[src/dma_settings.svh]
// --------------------------------------------------------------------------
// global widths and default queue depth of the TCDM DMA engine
// included by the packages and the top level
// --------------------------------------------------------------------------

`ifndef DMA_SETTINGS_SVH
`define DMA_SETTINGS_SVH

// byte address into the TCDM
`define DMA_ADDR_W 32

// memory word and control register word
`define DMA_DATA_W 32

// row counter of a 2D job
`define DMA_REPS_W 16

// control port offset width
`define DMA_REG_AW 6

// jobs that can wait behind the one in flight
`define DMA_QUEUE_DEPTH 2

`endif

[src/dma_reg_pkg.sv]
// --------------------------------------------------------------------------
// register map and control port types of the DMA frontend
// --------------------------------------------------------------------------

`include "dma_settings.svh"

package dma_reg_pkg;

  // control port address and data
  typedef logic [`DMA_REG_AW-1:0] reg_addr_t;
  typedef logic [`DMA_DATA_W-1:0] reg_data_t;

  // ------------------------------------------------------------------------
  // register offsets
  // ------------------------------------------------------------------------
  // reading REG_NEXT_ID launches the programmed transfer
  typedef enum logic [`DMA_REG_AW-1:0] {
    REG_SRC        = 6'h00,
    REG_DST        = 6'h04,
    REG_LEN        = 6'h08,
    REG_SRC_STRIDE = 6'h0C,
    REG_DST_STRIDE = 6'h10,
    REG_REPS       = 6'h14,
    REG_NEXT_ID    = 6'h18,
    REG_DONE_ID    = 6'h1C,
    REG_STATUS     = 6'h20
  } dma_reg_e;

endpackage

[src/dma_xfer_pkg.sv]
// --------------------------------------------------------------------------
// transfer field types and state encodings shared by the datapath modules
// --------------------------------------------------------------------------

`include "dma_settings.svh"

package dma_xfer_pkg;

  // job fields
  typedef logic [`DMA_ADDR_W-1:0] addr_t;
  // bytes per row, multiple of the word size
  typedef logic [`DMA_ADDR_W-1:0] len_t;
  typedef logic [`DMA_ADDR_W-1:0] stride_t;
  // zero rows counts as one row
  typedef logic [`DMA_REPS_W-1:0] reps_t;

  typedef logic [`DMA_DATA_W-1:0] word_t;
  typedef logic [`DMA_DATA_W-1:0] xfer_id_t;

  // ------------------------------------------------------------------------
  // state machines
  // ------------------------------------------------------------------------
  typedef enum logic [1:0] {
    MID_IDLE,
    MID_ISSUE,
    MID_WAIT
  } mid_state_e;

  typedef enum logic [1:0] {
    BE_IDLE,
    BE_READ,
    BE_RDATA,
    BE_WRITE
  } be_state_e;

endpackage

[src/dma_ctrl_regs.sv]
// --------------------------------------------------------------------------
// DMA frontend: configuration registers, launch and transfer ID counters
// a read of the launch register pushes the programmed job into the queue
// --------------------------------------------------------------------------

`timescale 1ns/10ps

module dma_ctrl_regs
  import dma_reg_pkg::*;
  import dma_xfer_pkg::*;
(
  input  logic      clk_i,
  input  logic      rst_n_i,
  // peripheral-style control port
  input  logic      cfg_req_i,
  input  reg_addr_t cfg_addr_i,
  input  logic      cfg_we_i,
  input  reg_data_t cfg_wdata_i,
  output logic      cfg_gnt_o,
  output reg_data_t cfg_rdata_o,
  output logic      cfg_rvalid_o,
  // job towards the request queue
  output logic      push_o,
  input  logic      full_i,
  output addr_t     job_src_o,
  output addr_t     job_dst_o,
  output len_t      job_len_o,
  output stride_t   job_src_stride_o,
  output stride_t   job_dst_stride_o,
  output reps_t     job_reps_o,
  // status from the datapath
  input  logic      job_done_i,
  input  logic      busy_i
);

  addr_t     src_q, dst_q;
  len_t      len_q;
  stride_t   src_stride_q, dst_stride_q;
  reps_t     reps_q;
  xfer_id_t  next_id_q, done_id_q;
  logic      launch_rd;
  logic      access;
  reg_data_t rdata_d;

  // only a launch into a full queue has to wait
  assign launch_rd = cfg_req_i && !cfg_we_i && (cfg_addr_i == REG_NEXT_ID);
  assign cfg_gnt_o = !(launch_rd && full_i);
  assign access    = cfg_req_i && cfg_gnt_o;
  assign push_o    = launch_rd && !full_i;

  assign job_src_o        = src_q;
  assign job_dst_o        = dst_q;
  assign job_len_o        = len_q;
  assign job_src_stride_o = src_stride_q;
  assign job_dst_stride_o = dst_stride_q;
  assign job_reps_o       = reps_q;

  // ------------------------------------------------------------------------
  // configuration writes
  // ------------------------------------------------------------------------
  always_ff @(posedge clk_i) begin
    if (access && cfg_we_i) begin
      case (cfg_addr_i)
        REG_SRC:        src_q        <= cfg_wdata_i;
        REG_DST:        dst_q        <= cfg_wdata_i;
        REG_LEN:        len_q        <= cfg_wdata_i;
        REG_SRC_STRIDE: src_stride_q <= cfg_wdata_i;
        REG_DST_STRIDE: dst_stride_q <= cfg_wdata_i;
        REG_REPS:       reps_q       <= cfg_wdata_i[`DMA_REPS_W-1:0];
        default: ;
      endcase
    end
  end

  // read mux, writes answer with zero
  always_comb begin
    rdata_d = '0;
    if (!cfg_we_i) begin
      case (cfg_addr_i)
        REG_SRC:        rdata_d = src_q;
        REG_DST:        rdata_d = dst_q;
        REG_LEN:        rdata_d = len_q;
        REG_SRC_STRIDE: rdata_d = src_stride_q;
        REG_DST_STRIDE: rdata_d = dst_stride_q;
        REG_REPS:       rdata_d = reg_data_t'(reps_q);
        REG_NEXT_ID:    rdata_d = next_id_q;
        REG_DONE_ID:    rdata_d = done_id_q;
        REG_STATUS:     rdata_d = reg_data_t'(busy_i);
        default:        rdata_d = '0;
      endcase
    end
  end

  // ------------------------------------------------------------------------
  // response and ID counters
  // ------------------------------------------------------------------------
  always_ff @(posedge clk_i) begin
    if (access) begin
      cfg_rdata_o <= rdata_d;
    end
  end

  always_ff @(posedge clk_i) begin
    if (!rst_n_i) begin
      cfg_rvalid_o <= 1'b0;
      // first launch hands out ID 1
      next_id_q    <= xfer_id_t'(1);
      done_id_q    <= '0;
    end else begin
      cfg_rvalid_o <= access;
      if (push_o) begin
        next_id_q <= next_id_q + xfer_id_t'(1);
      end
      if (job_done_i) begin
        done_id_q <= done_id_q + xfer_id_t'(1);
      end
    end
  end

endmodule

[src/dma_req_fifo.sv]
// --------------------------------------------------------------------------
// queue of pending 2D jobs between the register frontend and the midend
// --------------------------------------------------------------------------

`timescale 1ns/10ps

module dma_req_fifo
  import dma_xfer_pkg::*;
#(
  parameter int unsigned Depth = 2
) (
  input  logic    clk_i,
  input  logic    rst_n_i,
  // write side
  input  logic    push_i,
  output logic    full_o,
  input  addr_t   src_i,
  input  addr_t   dst_i,
  input  len_t    len_i,
  input  stride_t src_stride_i,
  input  stride_t dst_stride_i,
  input  reps_t   reps_i,
  // read side
  output logic    valid_o,
  input  logic    pop_i,
  output addr_t   src_o,
  output addr_t   dst_o,
  output len_t    len_o,
  output stride_t src_stride_o,
  output stride_t dst_stride_o,
  output reps_t   reps_o,
  output logic    empty_o
);

  // a single entry still needs a one bit pointer
  localparam int unsigned PtrW = (Depth > 1) ? $clog2(Depth) : 1;
  localparam int unsigned CntW = $clog2(Depth + 1);

  addr_t   src_mem [Depth];
  addr_t   dst_mem [Depth];
  len_t    len_mem [Depth];
  stride_t src_stride_mem [Depth];
  stride_t dst_stride_mem [Depth];
  reps_t   reps_mem [Depth];

  logic [PtrW-1:0] wr_ptr_q, rd_ptr_q;
  logic [CntW-1:0] count_q;
  logic            do_push, do_pop;

  assign full_o  = (count_q == CntW'(Depth));
  assign empty_o = (count_q == '0);
  assign valid_o = !empty_o;
  assign do_push = push_i && !full_o;
  assign do_pop  = pop_i && valid_o;

  assign src_o        = src_mem[rd_ptr_q];
  assign dst_o        = dst_mem[rd_ptr_q];
  assign len_o        = len_mem[rd_ptr_q];
  assign src_stride_o = src_stride_mem[rd_ptr_q];
  assign dst_stride_o = dst_stride_mem[rd_ptr_q];
  assign reps_o       = reps_mem[rd_ptr_q];

  always_ff @(posedge clk_i) begin
    if (do_push) begin
      src_mem[wr_ptr_q]        <= src_i;
      dst_mem[wr_ptr_q]        <= dst_i;
      len_mem[wr_ptr_q]        <= len_i;
      src_stride_mem[wr_ptr_q] <= src_stride_i;
      dst_stride_mem[wr_ptr_q] <= dst_stride_i;
      reps_mem[wr_ptr_q]       <= reps_i;
    end
  end

  // pointers wrap at Depth, which need not be a power of two
  always_ff @(posedge clk_i) begin
    if (!rst_n_i) begin
      wr_ptr_q <= '0;
      rd_ptr_q <= '0;
      count_q  <= '0;
    end else begin
      if (do_push) begin
        wr_ptr_q <= (wr_ptr_q == PtrW'(Depth - 1)) ? '0 : wr_ptr_q + PtrW'(1);
      end
      if (do_pop) begin
        rd_ptr_q <= (rd_ptr_q == PtrW'(Depth - 1)) ? '0 : rd_ptr_q + PtrW'(1);
      end
      if (do_push && !do_pop) begin
        count_q <= count_q + CntW'(1);
      end else if (do_pop && !do_push) begin
        count_q <= count_q - CntW'(1);
      end
    end
  end

endmodule

[src/dma_2d_midend.sv]
// --------------------------------------------------------------------------
// 2D midend: splits a queued job into rows and feeds them to the backend
// pulses job_done_o once the last row has been copied
// --------------------------------------------------------------------------

`timescale 1ns/10ps

module dma_2d_midend
  import dma_xfer_pkg::*;
(
  input  logic    clk_i,
  input  logic    rst_n_i,
  // job from the queue
  input  logic    valid_i,
  output logic    pop_o,
  input  addr_t   job_src_i,
  input  addr_t   job_dst_i,
  input  len_t    job_len_i,
  input  stride_t job_src_stride_i,
  input  stride_t job_dst_stride_i,
  input  reps_t   job_reps_i,
  // rows towards the backend
  output logic    row_start_o,
  output addr_t   row_src_o,
  output addr_t   row_dst_o,
  output len_t    row_len_o,
  input  logic    be_idle_i,
  input  logic    row_done_i,
  // completion and status
  output logic    job_done_o,
  output logic    busy_o
);

  mid_state_e state_q;
  addr_t      src_q, dst_q;
  len_t       len_q;
  stride_t    src_stride_q, dst_stride_q;
  reps_t      reps_left_q;
  logic       job_done_q;
  logic       last_row;

  assign pop_o       = (state_q == MID_IDLE) && valid_i;
  assign row_start_o = (state_q == MID_ISSUE) && be_idle_i;
  assign last_row    = (reps_left_q == reps_t'(1));

  assign row_src_o  = src_q;
  assign row_dst_o  = dst_q;
  assign row_len_o  = len_q;
  assign job_done_o = job_done_q;
  assign busy_o     = (state_q != MID_IDLE);

  // ------------------------------------------------------------------------
  // row sequencing
  // ------------------------------------------------------------------------
  always_ff @(posedge clk_i) begin
    if (!rst_n_i) begin
      state_q     <= MID_IDLE;
      reps_left_q <= '0;
      job_done_q  <= 1'b0;
    end else begin
      job_done_q <= 1'b0;
      case (state_q)
        MID_IDLE: begin
          if (pop_o) begin
            reps_left_q <= (job_reps_i == '0) ? reps_t'(1) : job_reps_i;
            state_q     <= MID_ISSUE;
          end
        end
        MID_ISSUE: begin
          if (row_start_o) begin
            state_q <= MID_WAIT;
          end
        end
        MID_WAIT: begin
          if (row_done_i) begin
            reps_left_q <= reps_left_q - reps_t'(1);
            if (last_row) begin
              job_done_q <= 1'b1;
              state_q    <= MID_IDLE;
            end else begin
              state_q <= MID_ISSUE;
            end
          end
        end
        default: state_q <= MID_IDLE;
      endcase
    end
  end

  // job fields, addresses step by their strides after each row
  always_ff @(posedge clk_i) begin
    if (pop_o) begin
      src_q        <= job_src_i;
      dst_q        <= job_dst_i;
      len_q        <= job_len_i;
      src_stride_q <= job_src_stride_i;
      dst_stride_q <= job_dst_stride_i;
    end else if ((state_q == MID_WAIT) && row_done_i) begin
      src_q <= src_q + src_stride_q;
      dst_q <= dst_q + dst_stride_q;
    end
  end

endmodule

[src/dma_copy_backend.sv]
// --------------------------------------------------------------------------
// copy backend: moves one row word by word over a single TCDM port
// each word is a read of the source followed by a write to the destination
// --------------------------------------------------------------------------

`timescale 1ns/10ps

module dma_copy_backend
  import dma_xfer_pkg::*;
(
  input  logic  clk_i,
  input  logic  rst_n_i,
  // row request from the midend
  input  logic  row_start_i,
  input  addr_t row_src_i,
  input  addr_t row_dst_i,
  input  len_t  row_len_i,
  output logic  idle_o,
  output logic  row_done_o,
  // TCDM master port
  output logic  mem_req_o,
  output addr_t mem_addr_o,
  output logic  mem_we_o,
  output word_t mem_wdata_o,
  input  logic  mem_gnt_i,
  input  logic  mem_rvalid_i,
  input  word_t mem_rdata_i
);

  localparam len_t WordBytes = len_t'(`DMA_DATA_W / 8);

  be_state_e state_q;
  addr_t     src_q, dst_q;
  len_t      rem_q;
  word_t     data_q;
  logic      row_done_q;
  logic      wr_gnt;

  assign idle_o     = (state_q == BE_IDLE);
  assign row_done_o = row_done_q;
  assign wr_gnt     = (state_q == BE_WRITE) && mem_gnt_i;

  // request fields only change after a grant
  assign mem_req_o   = (state_q == BE_READ) || (state_q == BE_WRITE);
  assign mem_we_o    = (state_q == BE_WRITE);
  assign mem_addr_o  = (state_q == BE_WRITE) ? dst_q : src_q;
  assign mem_wdata_o = data_q;

  // ------------------------------------------------------------------------
  // word FSM
  // ------------------------------------------------------------------------
  always_ff @(posedge clk_i) begin
    if (!rst_n_i) begin
      state_q    <= BE_IDLE;
      rem_q      <= '0;
      row_done_q <= 1'b0;
    end else begin
      row_done_q <= 1'b0;
      case (state_q)
        BE_IDLE: begin
          if (row_start_i) begin
            rem_q <= row_len_i;
            // empty row, nothing to move
            if (row_len_i == '0) begin
              row_done_q <= 1'b1;
            end else begin
              state_q <= BE_READ;
            end
          end
        end
        BE_READ: begin
          if (mem_gnt_i) begin
            state_q <= BE_RDATA;
          end
        end
        BE_RDATA: begin
          if (mem_rvalid_i) begin
            state_q <= BE_WRITE;
          end
        end
        BE_WRITE: begin
          if (mem_gnt_i) begin
            rem_q <= rem_q - WordBytes;
            if (rem_q <= WordBytes) begin
              row_done_q <= 1'b1;
              state_q    <= BE_IDLE;
            end else begin
              state_q <= BE_READ;
            end
          end
        end
        default: state_q <= BE_IDLE;
      endcase
    end
  end

  // addresses and the word in flight
  always_ff @(posedge clk_i) begin
    if (idle_o && row_start_i) begin
      src_q <= row_src_i;
      dst_q <= row_dst_i;
    end else if (wr_gnt) begin
      src_q <= src_q + WordBytes;
      dst_q <= dst_q + WordBytes;
    end
    if ((state_q == BE_RDATA) && mem_rvalid_i) begin
      data_q <= mem_rdata_i;
    end
  end

endmodule

[src/dma_top.sv]
// --------------------------------------------------------------------------
// single-stream TCDM DMA engine: frontend, job queue, 2D midend, backend
// program over the control port, watch term_event_o for completion
// --------------------------------------------------------------------------

`timescale 1ns/10ps

`include "dma_settings.svh"

module dma_top
  import dma_reg_pkg::*;
  import dma_xfer_pkg::*;
(
  input  logic      clk_i,
  input  logic      rst_n_i,
  // control port
  input  logic      cfg_req_i,
  input  reg_addr_t cfg_addr_i,
  input  logic      cfg_we_i,
  input  reg_data_t cfg_wdata_i,
  output logic      cfg_gnt_o,
  output reg_data_t cfg_rdata_o,
  output logic      cfg_rvalid_o,
  // TCDM port
  output logic      mem_req_o,
  output addr_t     mem_addr_o,
  output logic      mem_we_o,
  output word_t     mem_wdata_o,
  input  logic      mem_gnt_i,
  input  logic      mem_rvalid_i,
  input  word_t     mem_rdata_i,
  // broadcast completion and status
  output logic      term_event_o,
  output logic      busy_o
);

  logic    push, full, q_valid, q_empty, pop;
  addr_t   fe_src, fe_dst, q_src, q_dst, row_src, row_dst;
  len_t    fe_len, q_len, row_len;
  stride_t fe_src_stride, fe_dst_stride, q_src_stride, q_dst_stride;
  reps_t   fe_reps, q_reps;
  logic    row_start, row_done, be_idle, job_done, mid_busy;

  assign busy_o       = !q_empty || mid_busy;
  assign term_event_o = job_done;

  // ------------------------------------------------------------------------
  // frontend
  // ------------------------------------------------------------------------
  dma_ctrl_regs i_dma_ctrl_regs (
    .clk_i,
    .rst_n_i,
    .cfg_req_i,
    .cfg_addr_i,
    .cfg_we_i,
    .cfg_wdata_i,
    .cfg_gnt_o,
    .cfg_rdata_o,
    .cfg_rvalid_o,
    .push_o          (push),
    .full_i          (full),
    .job_src_o       (fe_src),
    .job_dst_o       (fe_dst),
    .job_len_o       (fe_len),
    .job_src_stride_o(fe_src_stride),
    .job_dst_stride_o(fe_dst_stride),
    .job_reps_o      (fe_reps),
    .job_done_i      (job_done),
    .busy_i          (busy_o)
  );

  dma_req_fifo #(
    .Depth(`DMA_QUEUE_DEPTH)
  ) i_dma_req_fifo (
    .clk_i,
    .rst_n_i,
    .push_i      (push),
    .full_o      (full),
    .src_i       (fe_src),
    .dst_i       (fe_dst),
    .len_i       (fe_len),
    .src_stride_i(fe_src_stride),
    .dst_stride_i(fe_dst_stride),
    .reps_i      (fe_reps),
    .valid_o     (q_valid),
    .pop_i       (pop),
    .src_o       (q_src),
    .dst_o       (q_dst),
    .len_o       (q_len),
    .src_stride_o(q_src_stride),
    .dst_stride_o(q_dst_stride),
    .reps_o      (q_reps),
    .empty_o     (q_empty)
  );

  // ------------------------------------------------------------------------
  // midend and backend
  // ------------------------------------------------------------------------
  dma_2d_midend i_dma_2d_midend (
    .clk_i,
    .rst_n_i,
    .valid_i         (q_valid),
    .pop_o           (pop),
    .job_src_i       (q_src),
    .job_dst_i       (q_dst),
    .job_len_i       (q_len),
    .job_src_stride_i(q_src_stride),
    .job_dst_stride_i(q_dst_stride),
    .job_reps_i      (q_reps),
    .row_start_o     (row_start),
    .row_src_o       (row_src),
    .row_dst_o       (row_dst),
    .row_len_o       (row_len),
    .be_idle_i       (be_idle),
    .row_done_i      (row_done),
    .job_done_o      (job_done),
    .busy_o          (mid_busy)
  );

  dma_copy_backend i_dma_copy_backend (
    .clk_i,
    .rst_n_i,
    .row_start_i (row_start),
    .row_src_i   (row_src),
    .row_dst_i   (row_dst),
    .row_len_i   (row_len),
    .idle_o      (be_idle),
    .row_done_o  (row_done),
    .mem_req_o,
    .mem_addr_o,
    .mem_we_o,
    .mem_wdata_o,
    .mem_gnt_i,
    .mem_rvalid_i,
    .mem_rdata_i
  );

endmodule

[config.mk]
export PLATFORM = sky130hd
export DESIGN_NAME = dma_top
export DESIGN_NICKNAME = d
export VERILOG_FILES = /design/src/dma_reg_pkg.sv /design/src/dma_xfer_pkg.sv /design/src/dma_ctrl_regs.sv /design/src/dma_req_fifo.sv /design/src/dma_2d_midend.sv /design/src/dma_copy_backend.sv /design/src/dma_top.sv
export VERILOG_INCLUDE_DIRS = /design/src
export SDC_FILE = /design/constraint.sdc
export NUM_CORES = 1
export LEC_CHECK = 0
export BUFFER_PORTS_ARGS = -buffer_cell sky130_fd_sc_hd__buf_2
export CORE_UTILIZATION = 40
export CTS_CLUSTER_DIAMETER = 60
export CTS_CLUSTER_SIZE = 12
export DETAILED_ROUTE_END_ITERATION = 6
export PLACE_DENSITY_LB_ADDON = 0.05
export SLEW_MARGIN = 20
export SYNTH_ARGS = -nofsm -noshare
export SYNTH_HDL_FRONTEND = slang
export SYNTH_HIERARCHICAL = 1
export SYNTH_SLANG_ARGS = --single-unit
[constraint.sdc]
create_clock -name clk_i -period 9.65 [get_ports clk_i]
set_input_delay 1.4475 -clock clk_i [delete_from_list [all_inputs] [get_ports clk_i]]
set_output_delay 1.4475 -clock clk_i [all_outputs]
set_load 0.01 [all_outputs]
==> results.txt, run 1 <==
----------------------------------------------------
[Logic synthesis]
  Area share of the largest cell type after synthesis ... 0.5863
  Leading cell type by number of instances after synthesis ... sky130_fd_sc_hd__edfxtp_1
  Synthesized netlist net count ... 3,201
  Post-Syn Area per Cell ... 13.71 sq um
  Biggest area consumer among synthesized cells ... sky130_fd_sc_hd__edfxtp_1
  Post-synthesis instance total ... 3,048
  Unique masters post-synth ... 95
  Summed instance area of the synthesized netlist ... 41,790 sq um
  #FFs+latches synth ... 940
  Top cells by area, synth ... sky130_fd_sc_hd__edfxtp_1 59%, sky130_fd_sc_hd__dfxtp_1 5.9%, sky130_fd_sc_hd__mux2_4 5.0%
  Warnings from Yosys ... 6
  Share of the yosys chip area belonging to registers ... 0.6457
  Commonest cells in the synthesized netlist ... 816 x sky130_fd_sc_hd__edfxtp_1, 246 x sky130_fd_sc_hd__nand2_1, 155 x sky130_fd_sc_hd__a21oi_1, 151 x sky130_fd_sc_hd__o21ai_0, 140 x sky130_fd_sc_hd__mux2_4
  Most used DFF post-synth ... sky130_fd_sc_hd__edfxtp_1
  FFs w/ async S/R, synth ... 0
  Number of synthesized flops with an enable pin ... 816

[Floorplanning]
  Site Rows ... 118
  # IOs ... 178
  Die Footprint ... 105,800 sq um
  Chip Width ... 325.2 um
  DIE HEIGHT ... 325.2 um
  Placeable Area ... 103,500 sq um
  Starting density of the core ... 0.4038

[Routing]
  DRC errors left ... 1
  Drt first-iter violations ... 2,409
  Drt via density ... 5.694
  Via count ... 26,570
  Remaining antenna violation count ... 0
  DRT Pass-1 Iters ... 7
  Detailed-route wire length ... 121.9 mm
  WL per Instance ... 26.13 um

[Place]
  Weighted congestion at the end of routability-driven global placement ... 0.8732
  Placed cell count ... 4,489
  Post-DP HPWL ... 86.89 mm
  Placed Instance Area ... 44,000 sq um
  Port-buffer cells ... 177
  Setup slack at placement ... 3.998 ns

[Layout]
  Post-layout instance count excluding filler cells ... 4,666
  FF/Latch Area ... 26,990 sq um
  Final Cell Area ... 47,280 sq um
  Filler instances ... 9,315
  Final layout net count ... 3,368
  Share of layout cells above drive strength 1 ... 0.1956
  Layout overhead on the synthesized area ... 13.13%
  Area taken by multi-input logic gates ... 13,980 sq um

[CTS]
  Buffers from clock root to sink, at most ... 3
  Cts repair resizes ... 0
  Clock buffers created by TritonCTS ... 103
  Number of levels the H-tree was split into ... 3
  CTS clk-pin slew, worst paths ... 0.06 ns
  Clock Tree Root ... sky130_fd_sc_hd__clkbuf_16
  Post-CTS repair timing setup buffer count ... 0
  Clock tree from TritonCTS ... built
  Clock latency on the worst-skew pair ... 0.68 ns
  Number of buffers inserted for hold repair after clock tree synthesis ... 0
  Total number of clock tree sinks ... 940

[Flow run]
  Number of violations of the max-capacitance limit ... 0

[Setup path]
  Critical path fanouts, max ... 28
  CP startpoint kind ... primary input
  Terminus of the critical flop-to-flop path ... i_dma_copy_backend/rem_q[16]$_SDFFE_PN0P_
  Reg2reg path depth ... 9
  Reg2reg setup slack ... 5.47 ns
  Category of the worst setup path capture point ... output pin
  Reg-to-reg critical path startpoint ... i_dma_copy_backend/state_q[0]$_SDFFE_PN0P_
  WS Path Type ... in -> out
  Arr. time, crit path ... 4.13 ns
  Req. time, crit path ... 8.20 ns

[STA]
  Slew at the pin with the worst max-slew slack ... 1.151 ns
  Highest achievable clock rate ... 0.1793 GHz
  Final-report max-slew violation count ... 0
  Min Tclk post-route ... 5.577 ns
  Post-route fraction of the period consumed by the critical path ... 0.5780
  Slew HR ... 0.2283
  Worst clock skew on the final layout ... 0.02300 ns
  Unrepaired setup endpoints after global routing ... false
  Final-report hold violation count ... 0
  Setup slack after layout ... 4.073 ns
  Final setup TNS ... 0 ns
  Total setup violations reported at the end of the flow ... 0

[Global route]
  Overall global routing resource usage ... 0.2250
  Initial antenna violation count ... 12
  Vias in the first global route ... 25,740
  Overflow left after global routing ... 0
  Global-route wire length before repair ... 175.6 mm
  Pin count of the biggest net entering global routing ... 114

[Min path]
  Worst hold start ... i_dma_ctrl_regs/job_dst_stride_o[9]$_DFFE_PP_
  Path category of the worst min-delay check ... reg -> reg
  Endpoint with the worst hold slack ... i_dma_req_fifo/dst_stride_mem[0][9]$_DFFE_PP_
  Number of cells traversed by the worst hold path ... 0

[Power and ir drop]
  PwrDens ... 177.6 nW/um^2
  Pwr Total ... 8.398 mW
  Cell leakage power ... 15.81 nW
  Highest ir drop seen on vdd ... 0.1230 mV

[Outcome]
  Violations in the final reports ... DRC
  Outcome ... finished with violations

----------------------------------------------------
-- worst max-delay path, stage by stage --
cell and delay [ns]:
sky130_fd_sc_hd__buf_2 0.63, sky130_fd_sc_hd__nor2b_1 0.87, sky130_fd_sc_hd__and2_1 0.78, sky130_fd_sc_hd__nand4b_1 0.19
sky130_fd_sc_hd__buf_2 0.19
-- metal layers --
layer | GRT usage | up-vias | share of wire | routed length (um)
met3 | 0.04366 | 172 | 0.060 | 7296
met4 | 0.07363 | 12 | 0.029 | 3574
met5 | 0 | - | 0.00058 | 71
met2 | 0.3614 | 841 | 0.47 | 57420
met1 | 0.3057 | 13420 | 0.44 | 53550
li1 | - | 12130 | - | -
-- cell usage in the layout (no fill, tap or decap), types with 62 or more instances in the layout --
| cell | netlist | routed |
|---|---|---|
| sky130_fd_sc_hd__nand3_1 | 66 | 66 |
| sky130_fd_sc_hd__a22oi_1 | 62 | 62 |
| sky130_fd_sc_hd__o21ai_0 | 151 | 151 |
| sky130_fd_sc_hd__a21oi_1 | 155 | 155 |
| sky130_fd_sc_hd__mux2_2 | 82 | 82 |
| sky130_fd_sc_hd__buf_2 | 21 | 177 |
| sky130_fd_sc_hd__xor2_1 | 69 | 69 |
| sky130_fd_sc_hd__dfxtp_1 | 124 | 123 |
| sky130_fd_sc_hd__mux2_4 | 140 | 140 |
| sky130_fd_sc_hd__nand2_1 | 246 | 244 |
| sky130_fd_sc_hd__clkbuf_16 | 0 | 105 |
| sky130_fd_sc_hd__nor2_1 | 137 | 137 |
| sky130_fd_sc_hd__ha_1 | 75 | 74 |
| sky130_fd_sc_hd__edfxtp_1 | 816 | 816 |
-- worst max path at each step --
stage | start | end
3_3_place_gp | cfg_addr_i[3] | i_dma_req_fifo/dst_stride_mem[1][20]$_DFFE_PP_
6_report | cfg_addr_i[4] | cfg_gnt_o
3_5_place_dp | cfg_addr_i[4] | i_dma_req_fifo/src_stride_mem[1][20]$_DFFE_PP_
5_1_grt | cfg_addr_i[4] | cfg_gnt_o
2_1_floorplan | cfg_addr_i[3] | i_dma_req_fifo/dst_mem[0][0]$_DFFE_PP_
4_1_cts | cfg_addr_i[4] | cfg_gnt_o
-- power by group --
| part | switching, mW | internal, mW | total [mW] |
|---|---|---|---|
| sequential | 0.0146 | 4.39 | 4.40 |
| combinational | 0.106 | 0.0504 | 0.156 |
| clock | 1.63 | 2.20 | 3.84 |
| total | 1.75 | 6.65 | 8.40 |
-- cell type report --
| class | count | area share |
|---|---|---|
| Sequential cell | 940 | 0.5709 |
| Inverter | 48 | 0.003970 |
| Clock inverter | 45 | 0.01067 |
| Timing Repair Buffer | 206 | 0.02403 |
| Tap cell | 1380 | 0.03652 |
| Antenna cell | 4 | 0.0002117 |
| Multi-Input combinational cell | 1916 | 0.2958 |
| Clock buffer | 127 | 0.05796 |
-- kinds of logic (layout without fill, tap and decap cells) --
family | Yosys count | after routing | synth area share
flip-flops | 940 | 940 | 0.6457
adder cells (fa/ha/maj) | 77 | 77 | 0.02341
other | 0 | 4 | 0
AO/OA/AOI/OAI | 654 | 654 | 0.1013
AND/OR/NAND/NOR | 800 | 800 | 0.1005
multiplexers | 264 | 264 | 0.08245
buffers and inverters | 192 | 426 | 0.02120
XOR/XNOR | 121 | 121 | 0.02536
-- per-stage QoR --
stage,hold slack (ns),utilization
finish,0.4667,0.4568
detailed placement,0.4577,0.4251
floorplan,0.4307,-
global placement,0.4558,0.4251
CTS,0.4714,0.4565
global route,0.4879,0.4567
-- registers in the layout (all words and copies together) (netlist names), 64 cells and up, named ones only --
register                       cells
i_dma_req_fifo/dst_stride_mem     64
i_dma_req_fifo/dst_mem            64
i_dma_req_fifo/src_mem            64
i_dma_req_fifo/len_mem            64
i_dma_req_fifo/src_stride_mem     64
Note: power is estimated with default switching activity, not from simulation.
==> run 2, diff against run 1 <==
clock period = 5.75 ns   (was 9.65 ns; I/O delays follow)
==> run 2 against run 1 <==
Compared with the run above:
- the flow now finishes without violations
- clock skew up 0.00099 ns
- core utilization about the same
- die area did not move
- clock power increased by 63%
- first-iteration DRC count is 3.1% higher
- sequential share of layout area hardly changed
- critical path depth is the same
- global-route usage grew 0.17 points
- register-to-register slack got worse by 3.5 ns
- wire length is essentially flat
- sequential power increased by 68%
- combinational power rose by 72%
- largest power group unchanged
- highest routed layer unchanged
==> results.txt, run 2 (synthesis gave the netlist of run 1 again) <==
----------------------------------------------------
[Outcome]
  Outcome ... completed

[Setup path]
  Arr. time, crit path ... 3.17 ns (-0.96 ns)
  Req. time, crit path ... 4.89 ns (-3.31 ns)
  Reg-to-reg critical path startpoint ... i_dma_2d_midend/row_dst_o[0]$_DFFE_PP_
  CP startpoint kind ... primary input
  Critical path fanouts, max ... 27 (-3.6%)
  Crit path largest cell delay ... 0.94 ns (+0.07 ns)
  Cell repeated most along the worst path ... sky130_fd_sc_hd__buf_2
  Category of the worst setup path capture point ... output pin
  Startpoint of the most critical setup path ... cfg_addr_i[3]
  Cell at the slowest stage of the critical path ... sky130_fd_sc_hd__nor4b_4
  WS Path Type ... in -> out
  Cells traversed along the worst timing path ... buf_2 > nor4b_4 > and2_1 > nand4b_1 > buf_2

[Routing]
  Detailed-route wire length ... 122.0 mm (about the same)
  Drt first-iter violations ... 2,484 (+3.1%)
  Drt via density ... 5.649 (-0.80%)
  Via count ... 26,410 (-0.61%)
  WL per Instance ... 26.09 um (-0.13%)
  DRC errors left ... 0 (-1)
  Remaining antenna violation count ... 0 (unchanged)
  DRT Pass-1 Iters ... 7 (unchanged)

[CTS]
  Number of levels the H-tree was split into ... 3 (unchanged)
  Buffers from clock root to sink, at most ... 3 (unchanged)
  Clock Tree Root ... sky130_fd_sc_hd__clkbuf_16
  Number of buffers inserted for hold repair after clock tree synthesis ... 0 (unchanged)
  Cts repair resizes ... 0 (unchanged)
  Post-CTS repair timing setup buffer count ... 0 (unchanged)
  Clock tree from TritonCTS ... built
  CTS clk-pin slew, worst paths ... 0.06 ns (about the same)
  Clock latency on the worst-skew pair ... 0.67 ns (about the same)
  Total number of clock tree sinks ... 940 (unchanged)
  Clock buffers created by TritonCTS ... 100 (-2.9%)

[Power and ir drop]
  Highest ir drop seen on vdd ... 0.2353 mV (+91%)
  Pwr Total ... 13.91 mW (+66%)
  PwrDens ... 294.1 nW/um^2 (+66%)
  Cell leakage power ... 15.80 nW (about the same)

[STA]
  Post-route fraction of the period consumed by the critical path ... 0.7009
  Final hold slack ... 0.3740 ns (-0.09269 ns)
  Final-report hold violation count ... 0 (unchanged)
  Min Tclk post-route ... 4.030 ns
  Setup slack after layout ... 1.720 ns (-2.353 ns)
  Final setup TNS ... 0 ns (unchanged)
  Highest achievable clock rate ... 0.2481 GHz
  Final-report max-slew violation count ... 0 (unchanged)
  Slew HR ... 0.1878 (-0.04053)
  Slew at the pin with the worst max-slew slack ... 1.218 ns (+0.06707 ns)
  Total setup violations reported at the end of the flow ... 0 (unchanged)
  Worst clock skew on the final layout ... 0.02399 ns (+0.0009897 ns)
  Unrepaired setup endpoints after global routing ... false

[Place]
  Weighted congestion at the end of routability-driven global placement ... 0.8584 (-1.7%)
  Setup slack at placement ... 1.622 ns (-2.376 ns)
  Placed cell count ... 4,499 (+0.22%)
  Post-DP HPWL ... 86.79 mm (-0.12%)
  Port-buffer cells ... 177 (unchanged)

[Floorplanning]
  Site Rows ... 118 (unchanged)
  DIE HEIGHT ... 325.2 um (unchanged)
  Chip Width ... 325.2 um (unchanged)
  Die Footprint ... 105,800 sq um (unchanged)
  Starting density of the core ... 0.4038 (unchanged)
  Placeable Area ... 103,500 sq um (unchanged)
  # IOs ... 178 (unchanged)

[Layout]
  Final layout net count ... 3,374 (+0.18%)
  FF/Latch Area ... 26,990 sq um (unchanged)
  Most frequent standard cell in the layout excluding fill and tap cells ... sky130_fd_sc_hd__edfxtp_1
  Layout overhead on the synthesized area ... 13.15% (about the same)
  Post-layout instance count excluding filler cells ... 4,675 (+0.19%)
  Share of layout cells above drive strength 1 ... 0.1957 (about the same)
  Filler instances ... 9,305 (-0.11%)
  Commonest cells after routing, fill and taps aside ... 816 x sky130_fd_sc_hd__edfxtp_1, 244 x sky130_fd_sc_hd__nand2_1, 177 x sky130_fd_sc_hd__buf_2
  Area taken by multi-input logic gates ... 14,000 sq um (+0.13%)

[Global route]
  Overflow left after global routing ... 0 (unchanged)
  Global-route wire length before repair ... 177.4 mm (+0.99%)
  Overall global routing resource usage ... 0.2268 (+0.001750)
  Initial antenna violation count ... 11 (-1)
  Vias in the first global route ... 25,980 (+0.91%)
  Pin count of the biggest net entering global routing ... 110 (-3.5%)

[Min path]
  Path category of the worst min-delay check ... in -> reg
  Worst hold start ... mem_rdata_i[2]

[Flow run]
  Number of violations of the max-capacitance limit ... 0 (unchanged)

----------------------------------------------------
run 2: cell types whose count changed in the layout (fill, tap and decap cells not counted), sizes merged:
cell,before,now
inv,57,51
buf,206,215
bufinv,7,5
diode,4,5
clkinv,23,21
clkbuf,127,136
run 2: worst paths after layout:
check / end / slack [ns] / depth (start not counted)
max: cfg_gnt_o / 1.72 / 5
min: i_dma_copy_backend/mem_wdata_o[2]$_DFFE_PP_ / 0.37 / 1
max reg2reg: i_dma_2d_midend/row_dst_o[24]$_DFFE_PP_ / 1.97 / 11
min reg2reg: i_dma_req_fifo/src_mem[0][12]$_DFFE_PP_ / 0.47 / 0
run 2: final cells by class:
type,count,area share
antenna,5,0.0002646
timing repair buffer,215,0.02662
sequential,940,0.5708
tap,1380,0.03652
clock inverter,35,0.008018
inverter,48,0.003969
clock buffer,136,0.05776
multi-input combinational,1916,0.2961
run 2: worst max-delay path: cells and delay by family:
kind	cells	cell delay [ns]
buffers and inverters	2	0.86
AND/OR/NAND/NOR	3	1.41
run 2: metrics by stage:
stage	util	cell area, sq um
floorplan	-	41830
CTS	0.4568	47270
detailed placement	0.4267	44160
finish	0.4569	47290
global placement	0.4266	44150
global route	0.4568	47270
run 2: power breakdown:
part	internal (mW)	total, mW	switching [mW]	leakage (nW)
registers	7.37	7.39	0.0245	8.38
clock network	3.55	6.25	2.70	1.49
logic	0.0859	0.268	0.182	5.92
total	11.0	13.9	2.90	15.8
run 2: metal layers:
layer | routed length [um] | track usage | share of wire | up-vias
met5 | 38 | 0 | 0.00031 | -
met4 | 4232 | 0.08009 | 0.035 | 6
met3 | 7900 | 0.04848 | 0.065 | 190
met2 | 57210 | 0.3616 | 0.47 | 849
met1 | 52610 | 0.3052 | 0.43 | 13210
li1 | - | - | - | 12150
